--- src/fixFormatPkg.sv ---
package fixFormatPkg;

    // Signed fixed point, 8 integer bits and 16 fraction bits
    localparam int WordWidth = 24;
    localparam int FracBits = 16;

    typedef logic signed [WordWidth-1:0] fixWord;

    typedef struct packed {
        fixWord re;
        fixWord im;
    } cplxWord;

    // Full product, scaled back and wrapped to the word width
    function automatic fixWord fixMul(input fixWord a, input fixWord b);
        logic signed [2*WordWidth-1:0] prod;
        prod = a * b;
        return fixWord'(prod >>> FracBits);
    endfunction

    function automatic cplxWord cplxMul(input cplxWord a, input cplxWord b);
        cplxWord res;
        res.re = fixMul(a.re, b.re) - fixMul(a.im, b.im);
        res.im = fixMul(a.re, b.im) + fixMul(a.im, b.re);
        return res;
    endfunction

    // Component-wise add, wraps on overflow
    function automatic cplxWord cplxAdd(input cplxWord a, input cplxWord b);
        cplxWord res;
        res.re = a.re + b.re;
        res.im = a.im + b.im;
        return res;
    endfunction

endpackage
--- src/filterCoefPkg.sv ---
package filterCoefPkg;
    import fixFormatPkg::*;

    localparam int InWidth = 3;
    localparam int Depth = 16;
    localparam int Lanes = 3;
    localparam int RingSlots = 4;

    // Derived widths for counters and ring addresses
    localparam int StepWidth = $clog2(Depth);
    localparam int SlotWidth = $clog2(RingSlots);
    localparam int RingAddrWidth = SlotWidth + StepWidth;
    localparam int CountWidth = $clog2(RingSlots + 1);

    // Poles, all of magnitude below 0.95 (1.0 = 65536)
    localparam cplxWord lambdaF [Lanes] = '{
        '{24'sd58982, 24'sd6554}, '{24'sd52429, -24'sd19661}, '{24'sd39322, 24'sd32768}};
    localparam cplxWord lambdaB [Lanes] = '{
        '{24'sd55706, -24'sd9830}, '{24'sd45875, 24'sd26214}, '{24'sd32768, -24'sd39322}};

    // Input gains, one per control bit
    localparam cplxWord gammaF [Lanes][InWidth] = '{
        '{'{24'sd1311, 24'sd655}, '{24'sd2621, -24'sd983}, '{24'sd5243, 24'sd1966}},
        '{'{24'sd983, -24'sd1311}, '{24'sd1966, 24'sd2621}, '{24'sd3932, -24'sd655}},
        '{'{24'sd655, 24'sd1966}, '{24'sd1311, -24'sd2621}, '{24'sd2621, 24'sd3277}}};
    localparam cplxWord gammaB [Lanes][InWidth] = '{
        '{'{24'sd1638, -24'sd328}, '{24'sd3277, 24'sd1311}, '{24'sd4588, -24'sd2293}},
        '{'{24'sd1311, 24'sd983}, '{24'sd2293, -24'sd1638}, '{24'sd4260, 24'sd983}},
        '{'{24'sd983, -24'sd1638}, '{24'sd1966, 24'sd2293}, '{24'sd3604, -24'sd2949}}};

    // Output weights
    localparam cplxWord weightF [Lanes] = '{
        '{24'sd16384, 24'sd3277}, '{24'sd13107, -24'sd6554}, '{24'sd9830, 24'sd8192}};
    localparam cplxWord weightB [Lanes] = '{
        '{24'sd14746, -24'sd4915}, '{24'sd11469, 24'sd5734}, '{24'sd8192, -24'sd9830}};

endpackage

--- src/sampleBatcher.sv ---
`timescale 1ns/1ps

module sampleBatcher
    import filterCoefPkg::*;
(
    input  logic                     clkDS,
    input  logic                     rst,
    input  logic [InWidth-1:0]       inData,
    input  logic                     inValid,
    output logic                     inReady,
    input  logic [RingAddrWidth-1:0] ringReadAddr,
    output logic [InWidth-1:0]       ringReadData,
    output logic [CountWidth-1:0]    batchCount,
    input  logic                     slotRelease
);

    logic [SlotWidth-1:0]  wrSlot;
    logic [StepWidth-1:0]  wrIdx;
    logic                  accept;
    logic                  slotDone;
    logic [CountWidth-1:0] countNext;

    assign accept = inValid && inReady;
    assign slotDone = accept && (wrIdx == StepWidth'(Depth - 1));

    // Complete batches held, oldest one leaves on release
    always_comb begin
        countNext = batchCount;
        if (slotDone) begin
            countNext = countNext + 1'b1;
        end
        if (slotRelease) begin
            countNext = countNext - 1'b1;
        end
    end

    always_ff @(posedge clkDS) begin
        if (!rst) begin
            wrSlot <= '0;
            wrIdx <= '0;
            batchCount <= '0;
            inReady <= 1'b0;
        end else begin
            if (accept) begin
                wrIdx <= wrIdx + 1'b1;
            end
            if (slotDone) begin
                wrSlot <= wrSlot + 1'b1;
            end
            batchCount <= countNext;
            // Slot being filled must not hold an unreleased batch
            inReady <= (countNext < CountWidth'(RingSlots));
        end
    end

    batchRam #(
        .payloadType(logic [InWidth-1:0]),
        .Entries(RingSlots * Depth)
    ) ringMem (
        .clkDS(clkDS),
        .wrEn(accept),
        .wrAddr({wrSlot, wrIdx}),
        .wrData(inData),
        .rdAddr(ringReadAddr),
        .rdData(ringReadData)
    );

endmodule

--- src/batchRam.sv ---
`timescale 1ns/1ps

module batchRam #(
    parameter type payloadType = logic,
    parameter int Entries = 16
) (
    input  logic                       clkDS,
    input  logic                       wrEn,
    input  logic [$clog2(Entries)-1:0] wrAddr,
    input  payloadType                 wrData,
    input  logic [$clog2(Entries)-1:0] rdAddr,
    output payloadType                 rdData
);

    payloadType mem [Entries];

    // Read returns the old word when the same address is written
    always_ff @(posedge clkDS) begin
        if (wrEn) begin
            mem[wrAddr] <= wrData;
        end
        rdData <= mem[rdAddr];
    end

endmodule

--- config.mk ---
export PLATFORM = sky130hd
export DESIGN_NAME = sampleBatcher
export DESIGN_NICKNAME = d
export VERILOG_FILES = /design/src/fixFormatPkg.sv /design/src/filterCoefPkg.sv /design/src/sampleBatcher.sv /design/src/batchRam.sv
export SDC_FILE = /design/constraint.sdc
export NUM_CORES = 1
export LEC_CHECK = 0
export BUFFER_PORTS_ARGS = -buffer_cell sky130_fd_sc_hd__buf_2
export CAP_MARGIN = 20
export CORE_MARGIN = 3
export CORE_UTILIZATION = 56
export DETAILED_ROUTE_END_ITERATION = 10
export PLACE_DENSITY = 0.74
export SLEW_MARGIN = 15
export SYNTH_ARGS = -nofsm -noshare
export SYNTH_HDL_FRONTEND = slang
export SYNTH_SLANG_ARGS = --single-unit
--- constraint.sdc ---
create_clock -name clkDS -period 1.7 [get_ports clkDS]
set_input_delay 0.255 -clock clkDS [delete_from_list [all_inputs] [get_ports clkDS]]
set_output_delay 0.255 -clock clkDS [all_outputs]
set_load 0.005 [all_outputs]
# Word-level counts from Yosys, hierarchy flattened
# Memory sizes are Yosys's and may differ from the RTL's. A register that Yosys moved wholly into a read port is not among the register bits.
# Cells that the tools add are included.
[totals] out_inout_bits=7 latch_bits=0 mem_bits_rw=192 memories=1 rom_bits=0 reg_bits=10 wordCells=17 input_bits=13
[op_classes] multipliers=0 bitwise=0 reduce_logical=2 n_div=0 mux=4 add_sub_neg=4 magnitude_cmp=1 shift=0 n_eq_ne=1
[memory_table] memory="ringMem.mem" depth=64 word_bits=3 rd=1 rd_clocked_by_memory_dff=1 write_ports=1 line_no="batchRam.sv:15" source="payloadType mem [Entries];"
[ops] op="$mux W3" n=2
[ops] op="$add A4 B1 Y4 const B" n=1
[ops] op="$eq A4 B4 Y1 const B" n=1
[ops] op="$add A3 B1 Y3 const B" n=1
[ops] op="$lt A3 B3 Y1 const B" n=1
[ops] op="$sub A3 B1 Y3 const B" n=1
[ops] op="$add A2 B1 Y2 const B" n=1
[ops] op="$logic_and A1 B1 Y1" n=2
[ops] op="$mux W1" n=2

# Longest topological paths before layout
[logic_depth] depth_word=6 ltp_mapped=9 ltp_nobuf=9

# Modules after synthesis
# A second synthesis with hierarchy kept.
[hier_totals] cells_unflattened=483 area_unflattened_um2=8394.3
[modules_own_cells] mod="batchRam" seq_area_each_um2=5825.6 area_each_um2=7863.8 instances=1 cells_per_inst=423
[modules_own_cells] mod="sampleBatcher" seq_area_each_um2=200.2 area_each_um2=530.5 instances=1 cells_per_inst=60

# Least setup slack after synthesis
# No wires, ideal clock.
[synth_timing] path_kind="register to register" from="reg inReady" to="reg inReady" setup_time_ns=0.115 required_ns=1.585 arrival_time_ns=1.753 stages_incl_launch_ff=10 path_slack_ns=-0.168 path_cell_list="dfxtp_1 -> buf_2 -> nand2_1 -> nor2_2 -> mux2i_1 -> ha_1 -> nand2_1 -> xnor2_1 -> xnor2_1 -> and2_1"
[synth_via] elab_chain_cells=6
[synth_lines] element="start: declaration" line_no="sampleBatcher.sv:10" source="output logic inReady,"
[synth_lines] element="start signal: assignment" line_no="sampleBatcher.sv:52" source="inReady <= (countNext < CountWidth'(RingSlots));"
[synth_lines] element="$logic_and A1 B1 Y1 (*)" line_no="sampleBatcher.sv:23" source="assign accept = inValid && inReady;"
[synth_lines] element="$logic_and A1 B1 Y1 (*)" line_no="sampleBatcher.sv:24" source="assign slotDone = accept && (wrIdx == StepWidth'(Depth - 1));"
[synth_lines] element="$mux W3 (*)" line_no="sampleBatcher.sv:29" source="if (slotDone) begin"
[synth_lines] element="$sub A3 B1 Y3" line_no="sampleBatcher.sv:33" source="countNext = countNext - 1'b1;"
[synth_lines] element="$mux W3 (*)" line_no="sampleBatcher.sv:32" source="if (slotRelease) begin"
[synth_lines] element="$lt A3 B3 Y1 (*)" line_no="sampleBatcher.sv:52"
# Mark *: on every way between the ends. The rest lies on a longest branch, timed or not.
# A chain may end at the register's enable or synchronous reset.

# Final worst setup path
[layout_timing] from="reg wrIdx[0]" to="reg inReady"
[layout_via] elab_chain_cells=6
[layout_lines] element="start: declaration" line_no="sampleBatcher.sv:18" source="logic [StepWidth-1:0] wrIdx;"
[layout_lines] element="start signal: assignment" line_no="sampleBatcher.sv:45" source="wrIdx <= wrIdx + 1'b1;"
[layout_lines] element="$eq A4 B4 Y1 (*)" line_no="sampleBatcher.sv:24"
[layout_lines] element="$logic_and A1 B1 Y1 (*)" line_no="sampleBatcher.sv:24"
[layout_lines] element="$mux W3 (*)" line_no="sampleBatcher.sv:29"
[layout_lines] element="$sub A3 B1 Y3" line_no="sampleBatcher.sv:33"
[layout_lines] element="$mux W3 (*)" line_no="sampleBatcher.sv:32"
[layout_lines] element="$lt A3 B3 Y1 (*)" line_no="sampleBatcher.sv:52"
# Marked as above.

==> metrics.md <==
| Metric | Value |
|---|---|
| Outcome | `complete, but fails checks` |
| Violations in the final reports | `negative setup slack` |
| Cell family contributing the most delay on the critical path | `simple AND/OR/NAND/NOR gates` |
| End of the worst register-to-register path | `inReady$_SDFF_PN0_` |
| Number of buffers on the longest clock path | `3` |
| Total Nets Final | `about 580` |
| Antenna cells | `0` |
| Xor and xnor fraction of the mapped netlist area | `0.00906` |
| Worst reg-to-reg path cell count | `9` |
| RSZ-0062 raised after global routing | `yes` |
| Endpoint of the worst hold path | `batchCount[1]$_SDFF_PN0_` |
| Fin cells | `about 750` |
| Complex-gate fraction of the synthesized area | `0.0272` |
| Core ar. | `~14000 um^2` |
| Class of the worst hold path | `input pin to flip-flop` |
| Reg-to-reg startpoint | `wrIdx[0]$_SDFFE_PN0P_` |
| Time the worst path needs with I/O delays and setup | `1770 ps` |
| Sequential share of the synthesized area | `0.727` |
| Max Clk Rate | `about 560 MHz` |
| Total number of H-tree levels | `1` |
| Static leakage power | `around 0.0033 uW` |
| Kind of critical path | `flip-flop to flip-flop` |
| Total die area | `16300 um^2` |
| Root Driver | `sky130_fd_sc_hd__clkbuf_16` |
| Number of enable-type register cells in the synthesized netlist | `~190` |
| Ys flop type | `sky130_fd_sc_hd__edfxtp_1` |
| Cell taking the most area after synthesis | `sky130_fd_sc_hd__edfxtp_1` |
| Post-synthesis net count | `483` |
| CP Data Arrival Time | `2150 ps` |
| First-pass iteration count of the detailed router | `5` |
| Placed instance count | `~700` |
| Post-Synthesis Cell Area | `~8300 um^2` |
| Area taken by multi-input logic gates | `roughly 2200 um^2` |
| Largest incremental delay on the critical path | `about 350 ps` |
| Worst setup timing slack at the placement stage | `-234 ps` |
| Number of primary I/O pins | `20` |
| Mux contribution to synthesized area | `0.141` |
| Die Ht | `128 um` |
| Number of distinct library cell variants in the gate-level netlist after synthesis | `38` |
| Antenna violations before repair | `0` |
| Area fraction of the dominant cell type after synthesis | `0.696` |
| Register cell area after layout | `roughly 6000 um^2` |
| Largest vdd supply drop | `0.720 mV` |
| Initial core utilization | `0.586` |
| Total buffers and inverters traversed by the critical path | `0` |
| Library cell with the highest instance count after synthesis | `sky130_fd_sc_hd__edfxtp_1` |
| Vias in the first global route | `4747` |
| Count of input and output buffers | `19` |
| Most common library cells after synthesis | `sky130_fd_sc_hd__edfxtp_1, sky130_fd_sc_hd__nor2_1, sky130_fd_sc_hd__mux4_2` |
| Global routing usage summed across all routing layers | `0.216` |
| Endpoints failing setup | `2` |
| Number of standard cells after synthesis | `463` |
| Remaining DRCs | `0` |
| Yosys warning count | `0` |
| Per-instance average area after synthesis | `around 18 um^2` |
| CTS buffer count | `21` |
| Wire length per cell | `about 23 um` |
| Critical-path cell list | `ha_4 > nand3_4 > nor2_4 > mux2i_2 > ha_2 > nand2_2 > xnor2_2 > xnor2_1 > and2_1` |
| Hold path depth | `3` |
| Maximum Capacitance Violations | `0` |
| Tightest hold margin | `between 80 and 90 ps` |
| Worst EP required | `around 2100 ps` |
| Post-synthesis adder-cell area fraction | `0.0106` |
| Site Rows | `43` |
| Worst-Margin Slew | `between 600 and 700 ps` |
| Maximum fanout encountered on the critical timing path | `3` |
| Chip Width | `128 um` |
| Via-per-instance ratio | `6.07` |
| Dpl hpwl | `roughly 11000 um` |
| Final weighted congestion in routability-driven placement | `between 0.8 and 0.9` |
| Largest family of logic cells by synthesized area | `multiplexers` |
| Number of nets with antenna violations after detailed routing | `0` |
| Synth Area in Simple Gates | `0.0669` |
| Wire length of the first global-routing pass | `between 20000 and 30000 um` |
| Share of cells above drive strength 1 | `0.373` |
| Kind of end point of the critical path | `flip-flop` |
| Overflow left after global routing | `0` |
| TritonCTS clock tree | `built` |
| Via count | `~4.5k` |
| Area contributors post-synth | `sky130_fd_sc_hd__edfxtp_1, sky130_fd_sc_hd__mux4_2, sky130_fd_sc_hd__nor2_1` |
| Final clock period utilization by the worst path | `1.04` |
| Total Routed Length | `about 17000 um` |
| Number of fill cells | `approximately 900` |
| Final setup margin | `-69.9 ps` |
| Pin count of the biggest net entering global routing | `65` |
| CP startpoint kind | `flip-flop` |
| Final Max Slew Viols | `0` |
| Hold wc startpoint | `slotRelease` |
| Clock-pin slew of the registers on the worst-case setup and hold paths | `around 60 ps` |
| Worst rel slew slack | `0.575` |
| Cell at the slowest stage of the critical path | `sky130_fd_sc_hd__dfxtp_2` |
| Count of state elements after synthesis | `between 200 and 250` |
| Power density cells | `about 1100 nW/um^2` |
| Clock latency on the worst-skew pair | `between 400 and 500 ps` |
| Worst Skew | `around 13 ps` |
| Synth-to-Final Area Change | `20.2%` |
| Setup slack, reg-to-reg | `-70 ps` |
| Clock Sinks | `~210` |
| Final Hold Viols | `0` |
| Count of routing violations after the opening detailed-route iteration | `~430` |
| Async S/R FF share, synth | `0` |
[logic make-up (layout without fill, tap and decap cells)]
family	Yosys count	in the layout
multiplexers	60	60
adder cells (fa/ha/maj)	7	7
AO/OA/AOI/OAI	31	31
AND/OR/NAND/NOR	123	123
buffers and inverters	30	136
flip-flops	205	205
XOR/XNOR	7	7
[worst reg2reg max path, cell delays in order, from the launching register on]
cell and delay [ps]:
sky130_fd_sc_hd__dfxtp_2 350, sky130_fd_sc_hd__ha_4 150, sky130_fd_sc_hd__nand3_4 80, sky130_fd_sc_hd__nor2_4 150
sky130_fd_sc_hd__mux2i_2 250, sky130_fd_sc_hd__ha_2 210, sky130_fd_sc_hd__nand2_2 60, sky130_fd_sc_hd__xnor2_2 130
sky130_fd_sc_hd__xnor2_1 130, sky130_fd_sc_hd__and2_1 160
[cell type report]
cell class	instances	area share
sequential	205	0.605
multi-input combinational	228	0.224
timing repair buffer	93	0.0775
clock buffer	25	0.0583
tap	180	0.0226
clock inverter	12	0.00993
inverter	6	0.00226
[sequential cells by signal, indices dropped and copies added, names as in the netlist]
signal and count:
ringMem.mem 192, wrIdx 4, batchCount 3, ringMem.rdData 3
wrSlot 2, inReady 1
[layout by cell type, fill, tap and decap left out, types with 6 or more instances in the layout]
master	Yosys	layout
sky130_fd_sc_hd__nand3_1	9	8
sky130_fd_sc_hd__buf_2	8	18
sky130_fd_sc_hd__nor2_2	1	21
sky130_fd_sc_hd__dfxtp_1	13	11
sky130_fd_sc_hd__buf_12	0	9
sky130_fd_sc_hd__mux2i_1	9	8
sky130_fd_sc_hd__mux4_2	45	45
sky130_fd_sc_hd__o221ai_1	6	6
sky130_fd_sc_hd__clkbuf_16	0	21
sky130_fd_sc_hd__nand2_1	13	11
sky130_fd_sc_hd__edfxtp_1	192	192
sky130_fd_sc_hd__mux2_2	6	6
sky130_fd_sc_hd__nand4_1	6	6
sky130_fd_sc_hd__buf_4	5	64
sky130_fd_sc_hd__nor2_1	74	52
[metal layers]
layer / part of all wire / vias up / global-route usage
li1: - / 2025 / -
met1: 0.41 / 2309 / 0.310
met2: 0.51 / 181 / 0.360
met3: 0.063 / 29 / 0.0304
met4: 0.020 / 0 / 0.0543
met5: 0 / - / 0
[report_power, final]
group	switching (uW)	internal, uW	total, uW
clock network	1810	2600	4400
logic	362	305	667
registers	24.4	5540	5570
total	2190	8440	10600
[worst max-delay path by stage]
stage                                      from                         to  slack [ps]  cells past startpoint
after floorplan           wrIdx[1]$_SDFFE_PN0P_         inReady$_SDFF_PN0_         -30                      9
after global placement          ringReadAddr[0]  ringMem.rdData[0]$_DFF_P_        -170                      6
after detailed placement        ringReadAddr[0]  ringMem.rdData[2]$_DFF_P_        -230                      6
after CTS                 wrIdx[0]$_SDFFE_PN0P_         inReady$_SDFF_PN0_         -70                      9
after global routing      wrIdx[1]$_SDFFE_PN0P_         inReady$_SDFF_PN0_        -160                      9
final                     wrIdx[0]$_SDFFE_PN0P_         inReady$_SDFF_PN0_         -70                      9
[stage by stage]
stage | total power, uW | TNS (ps) | utilization | area (um^2)
CTS | 10700 | -100 | 0.695 | 9840
global route | 11000 | -441 | 0.704 | 9960
global placement | 6300 | -546 | 0.643 | 9100
floorplan | 6020 | -29.3 | - | 8330
finish | 10600 | -83.5 | 0.704 | 9960
detailed placement | 6310 | -918 | 0.643 | 9100
[what timing repair did]
item                                    in CTS  in global routing
endpoints found under the setup margin      14                 58
buffers inserted                             3                  2
endpoints found under the hold margin        1                  0
gates resized for setup                      8                 21
pin swaps                                    6                  3
hold buffers                                 1                  0
Note: power is estimated with default switching activity, not from simulation.
