===== src/fixFormatPkg.sv =====
package fixFormatPkg;

    // Signed fixed point, 8 integer bits and 16 fraction bits
    localparam int WordWidth = 24;
    localparam int FracBits = 16;

    typedef logic signed [WordWidth-1:0] fixWord;

    typedef struct packed {
        fixWord re;
        fixWord im;
    } cplxWord;

    // Full product, scaled back and wrapped to the word width
    function automatic fixWord fixMul(input fixWord a, input fixWord b);
        logic signed [2*WordWidth-1:0] prod;
        prod = a * b;
        return fixWord'(prod >>> FracBits);
    endfunction

    function automatic cplxWord cplxMul(input cplxWord a, input cplxWord b);
        cplxWord res;
        res.re = fixMul(a.re, b.re) - fixMul(a.im, b.im);
        res.im = fixMul(a.re, b.im) + fixMul(a.im, b.re);
        return res;
    endfunction

    // Component-wise add, wraps on overflow
    function automatic cplxWord cplxAdd(input cplxWord a, input cplxWord b);
        cplxWord res;
        res.re = a.re + b.re;
        res.im = a.im + b.im;
        return res;
    endfunction

endpackage

===== src/filterCoefPkg.sv =====
package filterCoefPkg;
    import fixFormatPkg::*;

    localparam int InWidth = 3;
    localparam int Depth = 16;
    localparam int Lanes = 3;
    localparam int RingSlots = 4;

    // Derived widths for counters and ring addresses
    localparam int StepWidth = $clog2(Depth);
    localparam int SlotWidth = $clog2(RingSlots);
    localparam int RingAddrWidth = SlotWidth + StepWidth;
    localparam int CountWidth = $clog2(RingSlots + 1);

    // Poles, all of magnitude below 0.95 (1.0 = 65536)
    localparam cplxWord lambdaF [Lanes] = '{
        '{24'sd58982, 24'sd6554}, '{24'sd52429, -24'sd19661}, '{24'sd39322, 24'sd32768}};
    localparam cplxWord lambdaB [Lanes] = '{
        '{24'sd55706, -24'sd9830}, '{24'sd45875, 24'sd26214}, '{24'sd32768, -24'sd39322}};

    // Input gains, one per control bit
    localparam cplxWord gammaF [Lanes][InWidth] = '{
        '{'{24'sd1311, 24'sd655}, '{24'sd2621, -24'sd983}, '{24'sd5243, 24'sd1966}},
        '{'{24'sd983, -24'sd1311}, '{24'sd1966, 24'sd2621}, '{24'sd3932, -24'sd655}},
        '{'{24'sd655, 24'sd1966}, '{24'sd1311, -24'sd2621}, '{24'sd2621, 24'sd3277}}};
    localparam cplxWord gammaB [Lanes][InWidth] = '{
        '{'{24'sd1638, -24'sd328}, '{24'sd3277, 24'sd1311}, '{24'sd4588, -24'sd2293}},
        '{'{24'sd1311, 24'sd983}, '{24'sd2293, -24'sd1638}, '{24'sd4260, 24'sd983}},
        '{'{24'sd983, -24'sd1638}, '{24'sd1966, 24'sd2293}, '{24'sd3604, -24'sd2949}}};

    // Output weights
    localparam cplxWord weightF [Lanes] = '{
        '{24'sd16384, 24'sd3277}, '{24'sd13107, -24'sd6554}, '{24'sd9830, 24'sd8192}};
    localparam cplxWord weightB [Lanes] = '{
        '{24'sd14746, -24'sd4915}, '{24'sd11469, 24'sd5734}, '{24'sd8192, -24'sd9830}};

endpackage


===== src/resultMerger.sv =====
`timescale 1ns/1ps

module resultMerger
    import fixFormatPkg::*;
    import filterCoefPkg::*;
(
    input  logic   clkDS,
    input  logic   rst,
    input  fixWord fwdSum,
    input  fixWord bwdSum,
    input  logic   contribValid,
    input  logic   passLive,
    output logic   bankFree,
    output fixWord outData,
    output logic   outValid,
    input  logic   outReady
);

    logic [1:0]           bankFull;
    logic                 fillBank;
    logic [StepWidth-1:0] fillIdx;
    logic                 fillWr;
    logic                 fillEnd;
    logic                 drainBank;
    logic [StepWidth-1:0] drainIdx;
    logic                 rdPend;
    logic                 bankReady;
    logic                 issue;
    logic                 canLoad;
    logic                 loadOut;
    logic                 bypassSel;
    fixWord               bwdLast;
    fixWord               bwdWord;
    logic [StepWidth-1:0] rdAddr;
    fixWord               fwdRd [2];
    fixWord               bwdRd [2];

    assign fillWr = contribValid && passLive;
    assign fillEnd = fillWr && (fillIdx == StepWidth'(Depth - 1));
    assign bankFree = !bankFull[fillBank];

    // Drain may start on the cycle the last word is written
    assign bankReady = bankFull[drainBank] || (fillEnd && fillBank == drainBank);
    assign issue = !rdPend && bankReady;
    assign canLoad = !outValid || outReady;
    assign loadOut = rdPend && canLoad;
    assign rdAddr = loadOut ? drainIdx + 1'b1 : drainIdx;

    // Mirrored word 0 is still being written when the first read issues
    assign bwdWord = bypassSel ? bwdLast : bwdRd[drainBank];

    always_ff @(posedge clkDS) begin
        if (!rst) begin
            bankFull <= '0;
            fillBank <= 1'b0;
            fillIdx <= '0;
            drainBank <= 1'b0;
            drainIdx <= '0;
            rdPend <= 1'b0;
            bypassSel <= 1'b0;
            outValid <= 1'b0;
        end else begin
            if (fillWr) begin
                fillIdx <= fillIdx + 1'b1;
            end
            if (fillEnd) begin
                bankFull[fillBank] <= 1'b1;
                fillBank <= !fillBank;
            end
            bypassSel <= issue && !bankFull[drainBank];
            if (issue) begin
                rdPend <= 1'b1;
            end
            if (loadOut) begin
                outValid <= 1'b1;
                drainIdx <= drainIdx + 1'b1;
                if (drainIdx == StepWidth'(Depth - 1)) begin
                    rdPend <= 1'b0;
                    bankFull[drainBank] <= 1'b0;
                    drainBank <= !drainBank;
                end
            end else if (outReady) begin
                outValid <= 1'b0;
            end
        end
    end

    always_ff @(posedge clkDS) begin
        if (fillWr) begin
            bwdLast <= bwdSum;
        end
        if (loadOut) begin
            outData <= fwdRd[drainBank] + bwdWord;
        end
    end

    for (genvar b = 0; b < 2; b++) begin : gBank
        batchRam #(
            .payloadType(fixWord),
            .Entries(Depth)
        ) fwdMem (
            .clkDS(clkDS),
            .wrEn(fillWr && fillBank == b),
            .wrAddr(fillIdx),
            .wrData(fwdSum),
            .rdAddr(rdAddr),
            .rdData(fwdRd[b])
        );

        // Backward results arrive in reverse sample order
        batchRam #(
            .payloadType(fixWord),
            .Entries(Depth)
        ) bwdMem (
            .clkDS(clkDS),
            .wrEn(fillWr && fillBank == b),
            .wrAddr(StepWidth'(Depth - 1) - fillIdx),
            .wrData(bwdSum),
            .rdAddr(rdAddr),
            .rdData(bwdRd[b])
        );
    end

endmodule


===== src/batchRam.sv =====
`timescale 1ns/1ps

module batchRam #(
    parameter type payloadType = logic,
    parameter int Entries = 16
) (
    input  logic                       clkDS,
    input  logic                       wrEn,
    input  logic [$clog2(Entries)-1:0] wrAddr,
    input  payloadType                 wrData,
    input  logic [$clog2(Entries)-1:0] rdAddr,
    output payloadType                 rdData
);

    payloadType mem [Entries];

    // Read returns the old word when the same address is written
    always_ff @(posedge clkDS) begin
        if (wrEn) begin
            mem[wrAddr] <= wrData;
        end
        rdData <= mem[rdAddr];
    end

endmodule


===== config.mk =====
export PLATFORM = sky130hd
export DESIGN_NAME = resultMerger
export DESIGN_NICKNAME = d
export VERILOG_FILES = /design/src/fixFormatPkg.sv /design/src/filterCoefPkg.sv /design/src/resultMerger.sv /design/src/batchRam.sv
export SDC_FILE = /design/constraint.sdc
export NUM_CORES = 2
export LEC_CHECK = 0
export BUFFER_PORTS_ARGS = -buffer_cell sky130_fd_sc_hd__buf_2
export CORE_AREA = 2 2 489 491
export DETAILED_ROUTE_END_ITERATION = 10
export DIE_AREA = 0 0 491 493
export GPL_TIMING_DRIVEN = 0
export RECOVER_POWER = 100
export SLEW_MARGIN = 20
export SYNTH_ARGS = -nofsm -noshare
export SYNTH_HDL_FRONTEND = slang
export SYNTH_SLANG_ARGS = --single-unit

===== constraint.sdc =====
create_clock -name clkDS -period 14.78 [get_ports clkDS]
set_input_delay 2.956 -clock clkDS [delete_from_list [all_inputs] [get_ports clkDS]]
set_output_delay 2.956 -clock clkDS [all_outputs]
set_load 0.01 [all_outputs]

# After elaboration in Yosys (flattened, before gate mapping)
# Memory sizes are Yosys's and may differ from the RTL's. A register that Yosys moved wholly into a read port is not among the register bits.
# Index checks and enable logic that the tools add are counted.
word_totals:
  mem_count: 4
  output_inout_bits: 26
  ramBits: 1536
  in_bits: 53
  wordCells: 80
  latch_bits: 0
  romBits: 0
  regBits: 63
op_classes:
  eq_ne: 3
  n_reduce_logical: 20
  div_mod_pow: 0
  multipliers: 0
  mux: 29
  bitwise: 5
  shifts: 0
  n_lt_le_gt_ge: 5
  n_addsub: 4
memory_table:
  columns: ["memory", "words", "width", "read_ports", "rd_ports_with_merged_regs", "write_ports", "line", "source"]
  rows:
  - ["gBank[0].bwdMem.mem", 16, 24, 1, 1, 1, "batchRam.sv:15", "payloadType mem [Entries];"]
  - ["gBank[0].fwdMem.mem", 16, 24, 1, 1, 1, "batchRam.sv:15", null]
  - ["gBank[1].bwdMem.mem", 16, 24, 1, 1, 1, "batchRam.sv:15", null]
  - ["gBank[1].fwdMem.mem", 16, 24, 1, 1, 1, "batchRam.sv:15", null]
op_table:
  columns: ["operator", "n"]
  rows:
  - ["$mux W24", 7]
  - ["$add A24 B24 Y24", 1]
  - ["$mux W1", 15]
  - ["$logic_and A1 B1 Y1", 10]
  - ["$add A4 B1 Y4 const B", 2]
  - ["$eq A4 B4 Y1 const B", 2]
  - ["$mux W2", 4]
  - ["$logic_not A1 Y1", 6]
  - ["$lt A1 B2 Y1 const B", 2]
  - ["$mux W4", 1]
  - ["$sub A4 B4 Y4 const A", 1]
  - ["$and A2 B2 Y2", 1]
  - ["$demux W1 S1", 2]
  - ["$ge A1 B1 Y1 const B", 2]
  - ["$ge A2 B2 Y1 const B", 1]
  - ["$logic_or A1 B1 Y1", 2]
  - ["$not A1 Y2", 1]
  - ["$not A2 Y2", 1]
  - ["$or A2 B2 Y2", 1]
  - ["$reduce_and A2 Y1", 1]
  - ["$reduce_bool A2 Y1", 1]
  - ["$eq A1 B1 Y1", 1]
  - ["$not A1 Y1", 1]

# Depth between registers and ports, before layout
depth:
  depth_word: 10
  depth_mapped: 13
  mapped_depth_nobuf: 11

# Modules after synthesis
# From an unflattened synthesis, not the netlist that was laid out.
hier_totals:
  cells_unflattened: 2926
  area_unflattened_um2: 63722.4
by_module_without_submodules:
  columns: ["mod", "cells_each", "seq_area_each_um2", "n_inst", "area_per_inst_um2"]
  rows:
  - ["batchRam", 636, 12011.5, 4, 14930.6]
  - ["resultMerger", 382, 1741.7, 1, 4000.1]

# Least setup slack after synthesis
# OpenSTA, ideal clock, no wires.
synth_timing:
  path_type: "input port to flip-flop"
  startpoint: "input contribValid"
  endpoint: "memory gBank[1].bwdMem.mem[13][0] (netlist name) (enable)"
  arrival_time_ps: 6673
  stages: 4
  t_required_ps: 14267
  slack_ps: 7594
  setup_ps: 513
  path_buffers: 0
  cell_sequence: "nand2_1 -> nor2_1 -> nand2_1 -> nor3_1"
synth_between:
  elab_chain_len: 4
synth_rtl:
  columns: ["item", "line", "source"]
  rows:
  - ["start, declared", "resultMerger.sv:11", "input logic contribValid,"]
  - ["$logic_and A1 B1 Y1", "resultMerger.sv:38", "assign fillWr = contribValid && passLive;"]
  - ["$logic_and A1 B1 Y1", "resultMerger.sv:116", ".wrEn(fillWr && fillBank == b),"]
  - ["$mux W1", "batchRam.sv:19", "if (wrEn) begin"]
  - ["$mux W1 (implied by the code)", "batchRam.sv:20", "mem[wrAddr] <= wrData;"]
  - ["end, declared", "batchRam.sv:15", null]
# No other way between the ends.

# Worst setup path after layout
layout_timing:
  startpoint: "input outReady"
  endpoint: "register gBank[1].fwdMem.rdData[19] (netlist name) (read register of gBank[1].fwdMem.mem)"
layout_between:
  elab_chain_len: 3
layout_rtl:
  columns: ["item", "line", "source"]
  rows:
  - ["start, declared", "resultMerger.sv:16", "input logic outReady"]
  - ["$logic_or A1 B1 Y1", "resultMerger.sv:45", "assign canLoad = !outValid || outReady;"]
  - ["$logic_and A1 B1 Y1", "resultMerger.sv:46", "assign loadOut = rdPend && canLoad;"]
  - ["net loadOut", "resultMerger.sv:30", "logic loadOut;"]
  - ["$mux W4", null, null]
  - ["end, declared", "batchRam.sv:12", "output payloadType rdData"]
# The timed path passes the listed nets, and every way through them passes these cells.
# A chain may end at the register's enable or synchronous reset.

==> impl_metrics.py <==
metrics = {
    "status": {
        "status": "finished with violations",
        "failed_checks": "capacitance limit, slew limit",
    },
    "route": {
        "route.antenna.remaining_nets": 0,
        "dr.pass1.iters": 8,
        "drc_errors": 0,
        "drt-wirelength-per-cell_um": 28.0,
        "drt_iter0_drc": 5365,
        "drt-total-wl_um": 224000,
        "routed_via_density": 5.38,
        "num_vias": 43044,
    },
    "power_and_ir_drop": {
        "peakVddDrop_uv": 106,
        "sequentialPowerShare_pct": 53.6,
        "p_sw_mw": 2.04,
        "power.leakage_nw": 25.6,
        "powerDensity_nw_per_um2": 121,
        "clkPwrFrac_pct": 45.0,
        "netSwitchingFraction_pct": 20.7,
        "p_int_mw": 7.80,
        "pwr-share-comb_pct": 1.4,
    },
    "synth": {
        "async_flop_share_pct": 0,
        "ys_seq_elements": 1695,
        "synth_ff_type": "edfxtp_1",
        "synth_cell_type_count": 60,
        "synth_edf_count": 1584,
        "ys_seq_area_share_pct": 70.4,
        "synth_area_um2": 70700,
        "synth_warnings": 0,
        "synth_fp_nets": 4409,
        "yosys-top-cells-area": "edfxtp_1, mux2i_1, dfxtp_1, mux4_2, o211ai_1",
        "synth_area_leader_cell": "edfxtp_1",
        "yosys-top-cells-count": "edfxtp_1, mux2i_1, nand2_1, o211ai_1, clkbuf_1",
        "yosysMostFrequentCell": "edfxtp_1",
        "syn_inst": 4327,
        "netlist.area_leader.share_pct": 67.3,
        "syn_avg_cell_area_um2": 16.3,
    },
    "clocking": {
        "numClockSinks": 1695,
        "cts_max_level": 4,
        "tritoncts": "built",
        "clock_latency_ns": 0.84,
        "cts_made_buffers": 174,
        "holdBufCountCts": 0,
        "path_clk_slew_ns": 0.07,
        "cts_buffer_depth": 3,
        "cts_setup_buffers": 0,
        "cts-root-buf": "clkbuf_16",
        "cts_resized": 0,
    },
    "die": {
        "chipWidth_um": 491,
        "core-area_um2": 237000,
        "rows": 179,
        "fp.dieH_um": 493,
        "start_util_pct": 29.8,
        "pin_count": 79,
        "die_area_um2": 242000,
    },
    "grt": {
        "grt.total_usage_pct": 18.0,
        "grt_max_degree": 34,
        "grt_first_pass_wirelength_um": 315000,
        "grt.overflow.total": 0,
        "antenna_found_initial": 23,
        "grt_pass1_vias": 42211,
    },
    "worst_setup_path": {
        "cp_max_fo": 33,
        "cp_top_family": "buffers and inverters",
        "path_buf_inv": 5,
        "crit_top_cell": "clkbuf_1",
        "max_stage_delay_ns": 2.30,
        "slowest_stage": "clkbuf_1",
        "crit_type": "in2reg",
        "start_kind": "primary input",
        "critPathArrivalTime_ns": 9.68,
        "cp_data_required_time_ns": 15.50,
        "path_cells": "clkbuf_1 > nand2b_1 > nand2_1 > inv_1 > clkbuf_1 > clkbuf_1 > clkbuf_1 > mux4_2 > or2_2 > o211ai_1",
        "end_kind": "register",
    },
    "cells_and_area": {
        "nets": 4752,
        "finalNonFillerCells": 8006,
        "post_route_cells_drive_above_1_share_pct": 15.2,
        "fill_cells": 22721,
        "syn_to_final_growth_pct": 14.9,
        "regArea_um2": 49800,
        "multi_input_area_um2": 19400,
    },
    "timing": {
        "fmax_mhz": 112,
        "slew_headroom_pct": -127,
        "rsz0062_at_grt": "no",
        "worst_pin_slew_ns": 3.40,
        "drv_slew": 1731,
        "period_needed_ns": 8.95,
        "hold_viol": 0,
        "final.period_utilization_pct": 60.6,
        "clock_skew_ns": 0.0470,
        "setup_viol": 0,
        "fin_tns_setup_ns": 0,
    },
    "hold_path": {
        "hold_path_class": "reg2reg",
    },
    "placed_design": {
        "placed_cells_incl_taps": 7661,
        "gp_congestion": 0.900,
        "port_buffers": 78,
        "hpwl_um": 157000,
    },
    "job": {
        "drv_cap": 77,
    },
}
## state kept, by name, indices dropped and copies added (netlist names)
register / cells
drainBank: 1
gBank.bwdMem.mem: 768
fillBank: 1
bypassSel: 1
gBank.fwdMem.mem: 768
outValid: 1
bankFull: 2
gBank.fwdMem.rdData: 48
rdPend: 1
drainIdx: 4
bwdLast: 24
fillIdx: 4
gBank.bwdMem.rdData: 48
outData: 24
## tightest hold or removal path, cell delays in order, from the launching register on
cell      delay [ns]
dfxtp_1         0.35
nand2_1         0.06
a21boi_0        0.08
## path summary, 6_finish.rpt
kind                   start                         end  slack [ns]  depth (start not counted)
setup / recovery    outReady  gBank[1].fwdMem.rdData[19]        5.83                         10
setup reg to reg    outValid  gBank[1].fwdMem.rdData[19]        7.88                          9
hold / removal    fillIdx[1]                  fillIdx[1]        0.54                          2
hold reg to reg   fillIdx[1]                  fillIdx[1]        0.54                          2
## cells by family (layout without fill, tap and decap cells)
group,Yosys count,in the layout,share of synthesized area [%]
AOI/OAI and AO/OA,886,886,9.39
adders and majority gates,29,29,0.524
xor gates and xnor gates,30,30,0.372
other,0,19,0
and+or+nand+nor,539,539,3.80
DFF,1695,1695,70.4
muxes,808,808,13.3
buffers and inverters,340,833,2.18
## metrics by stage
stage | hold slack [ns] | area (um2) | power [mW] | setup WS (ns) | util, %
floorplan | 0.489 | 70700 | 5.41 | 7.59 | -
global placement | 0.512 | 75100 | 5.51 | 1.68 | 31.7
detailed placement | 0.528 | 76800 | 5.51 | 7.99 | 32.4
CTS | 0.537 | 82500 | 9.88 | 8.88 | 34.8
global route | 0.556 | 81200 | 10.1 | 5.58 | 34.3
finish | 0.539 | 81300 | 9.84 | 5.83 | 34.3
## power groups by stage
stage	Combinational, mW	Clock, mW	Sequential [mW]
2_1_floorplan	0.0371	0	5.37
4_1_cts	0.142	4.47	5.27
6_report	0.139	4.43	5.27
5_1_grt	0.148	4.66	5.27
3_3_place_gp	0.134	0	5.37
3_5_place_dp	0.142	0	5.37
## area by class of cell
type	instances	share of cell area (%)
diodes	19	0.0585
plain buffers	317	1.79
clock buffers	238	5.91
clock inverters	88	1.17
inverters	23	0.106
multi-input cells	2292	23.9
flip-flops and latches	1695	61.2
well taps	3167	4.87
repair buffers	167	0.968
## cells in the final DEF (no fill, tap or decap), types with 10 or more instances in the layout
cell / instances
a211oi_1: 103
a21oi_1: 27
a221o_1: 96
a31o_2: 96
and2_0: 20
and3_1: 104
buf_1: 13
buf_2: 88
buf_4: 13
buf_6: 15
bufinv_16: 12
clkbuf_1: 385
clkbuf_16: 176
clkbuf_8: 17
clkinv_1: 16
clkinv_2: 33
dfxtp_1: 111
diode_2: 19
edfxtp_1: 1584
ha_1: 28
inv_1: 22
mux2_1: 71
mux2_2: 43
mux2i_1: 599
mux4_2: 95
nand2_1: 247
nor2_1: 23
o211ai_1: 196
o21ai_0: 132
o221ai_1: 97
o22ai_1: 97
or2_2: 93
xnor2_1: 19
xor2_1: 10
## metal layers
layer  up-vias  global-route usage [%]  part of all wire [%]
li1      18219                       -                     -
met4        14                    8.18                   4.8
met1     22204                    23.3                    40
met5         -                       0                 0.036
met2      2173                    29.3                    47
met3       434                    3.52                   8.3
Note: power is estimated with default switching activity, not from simulation.
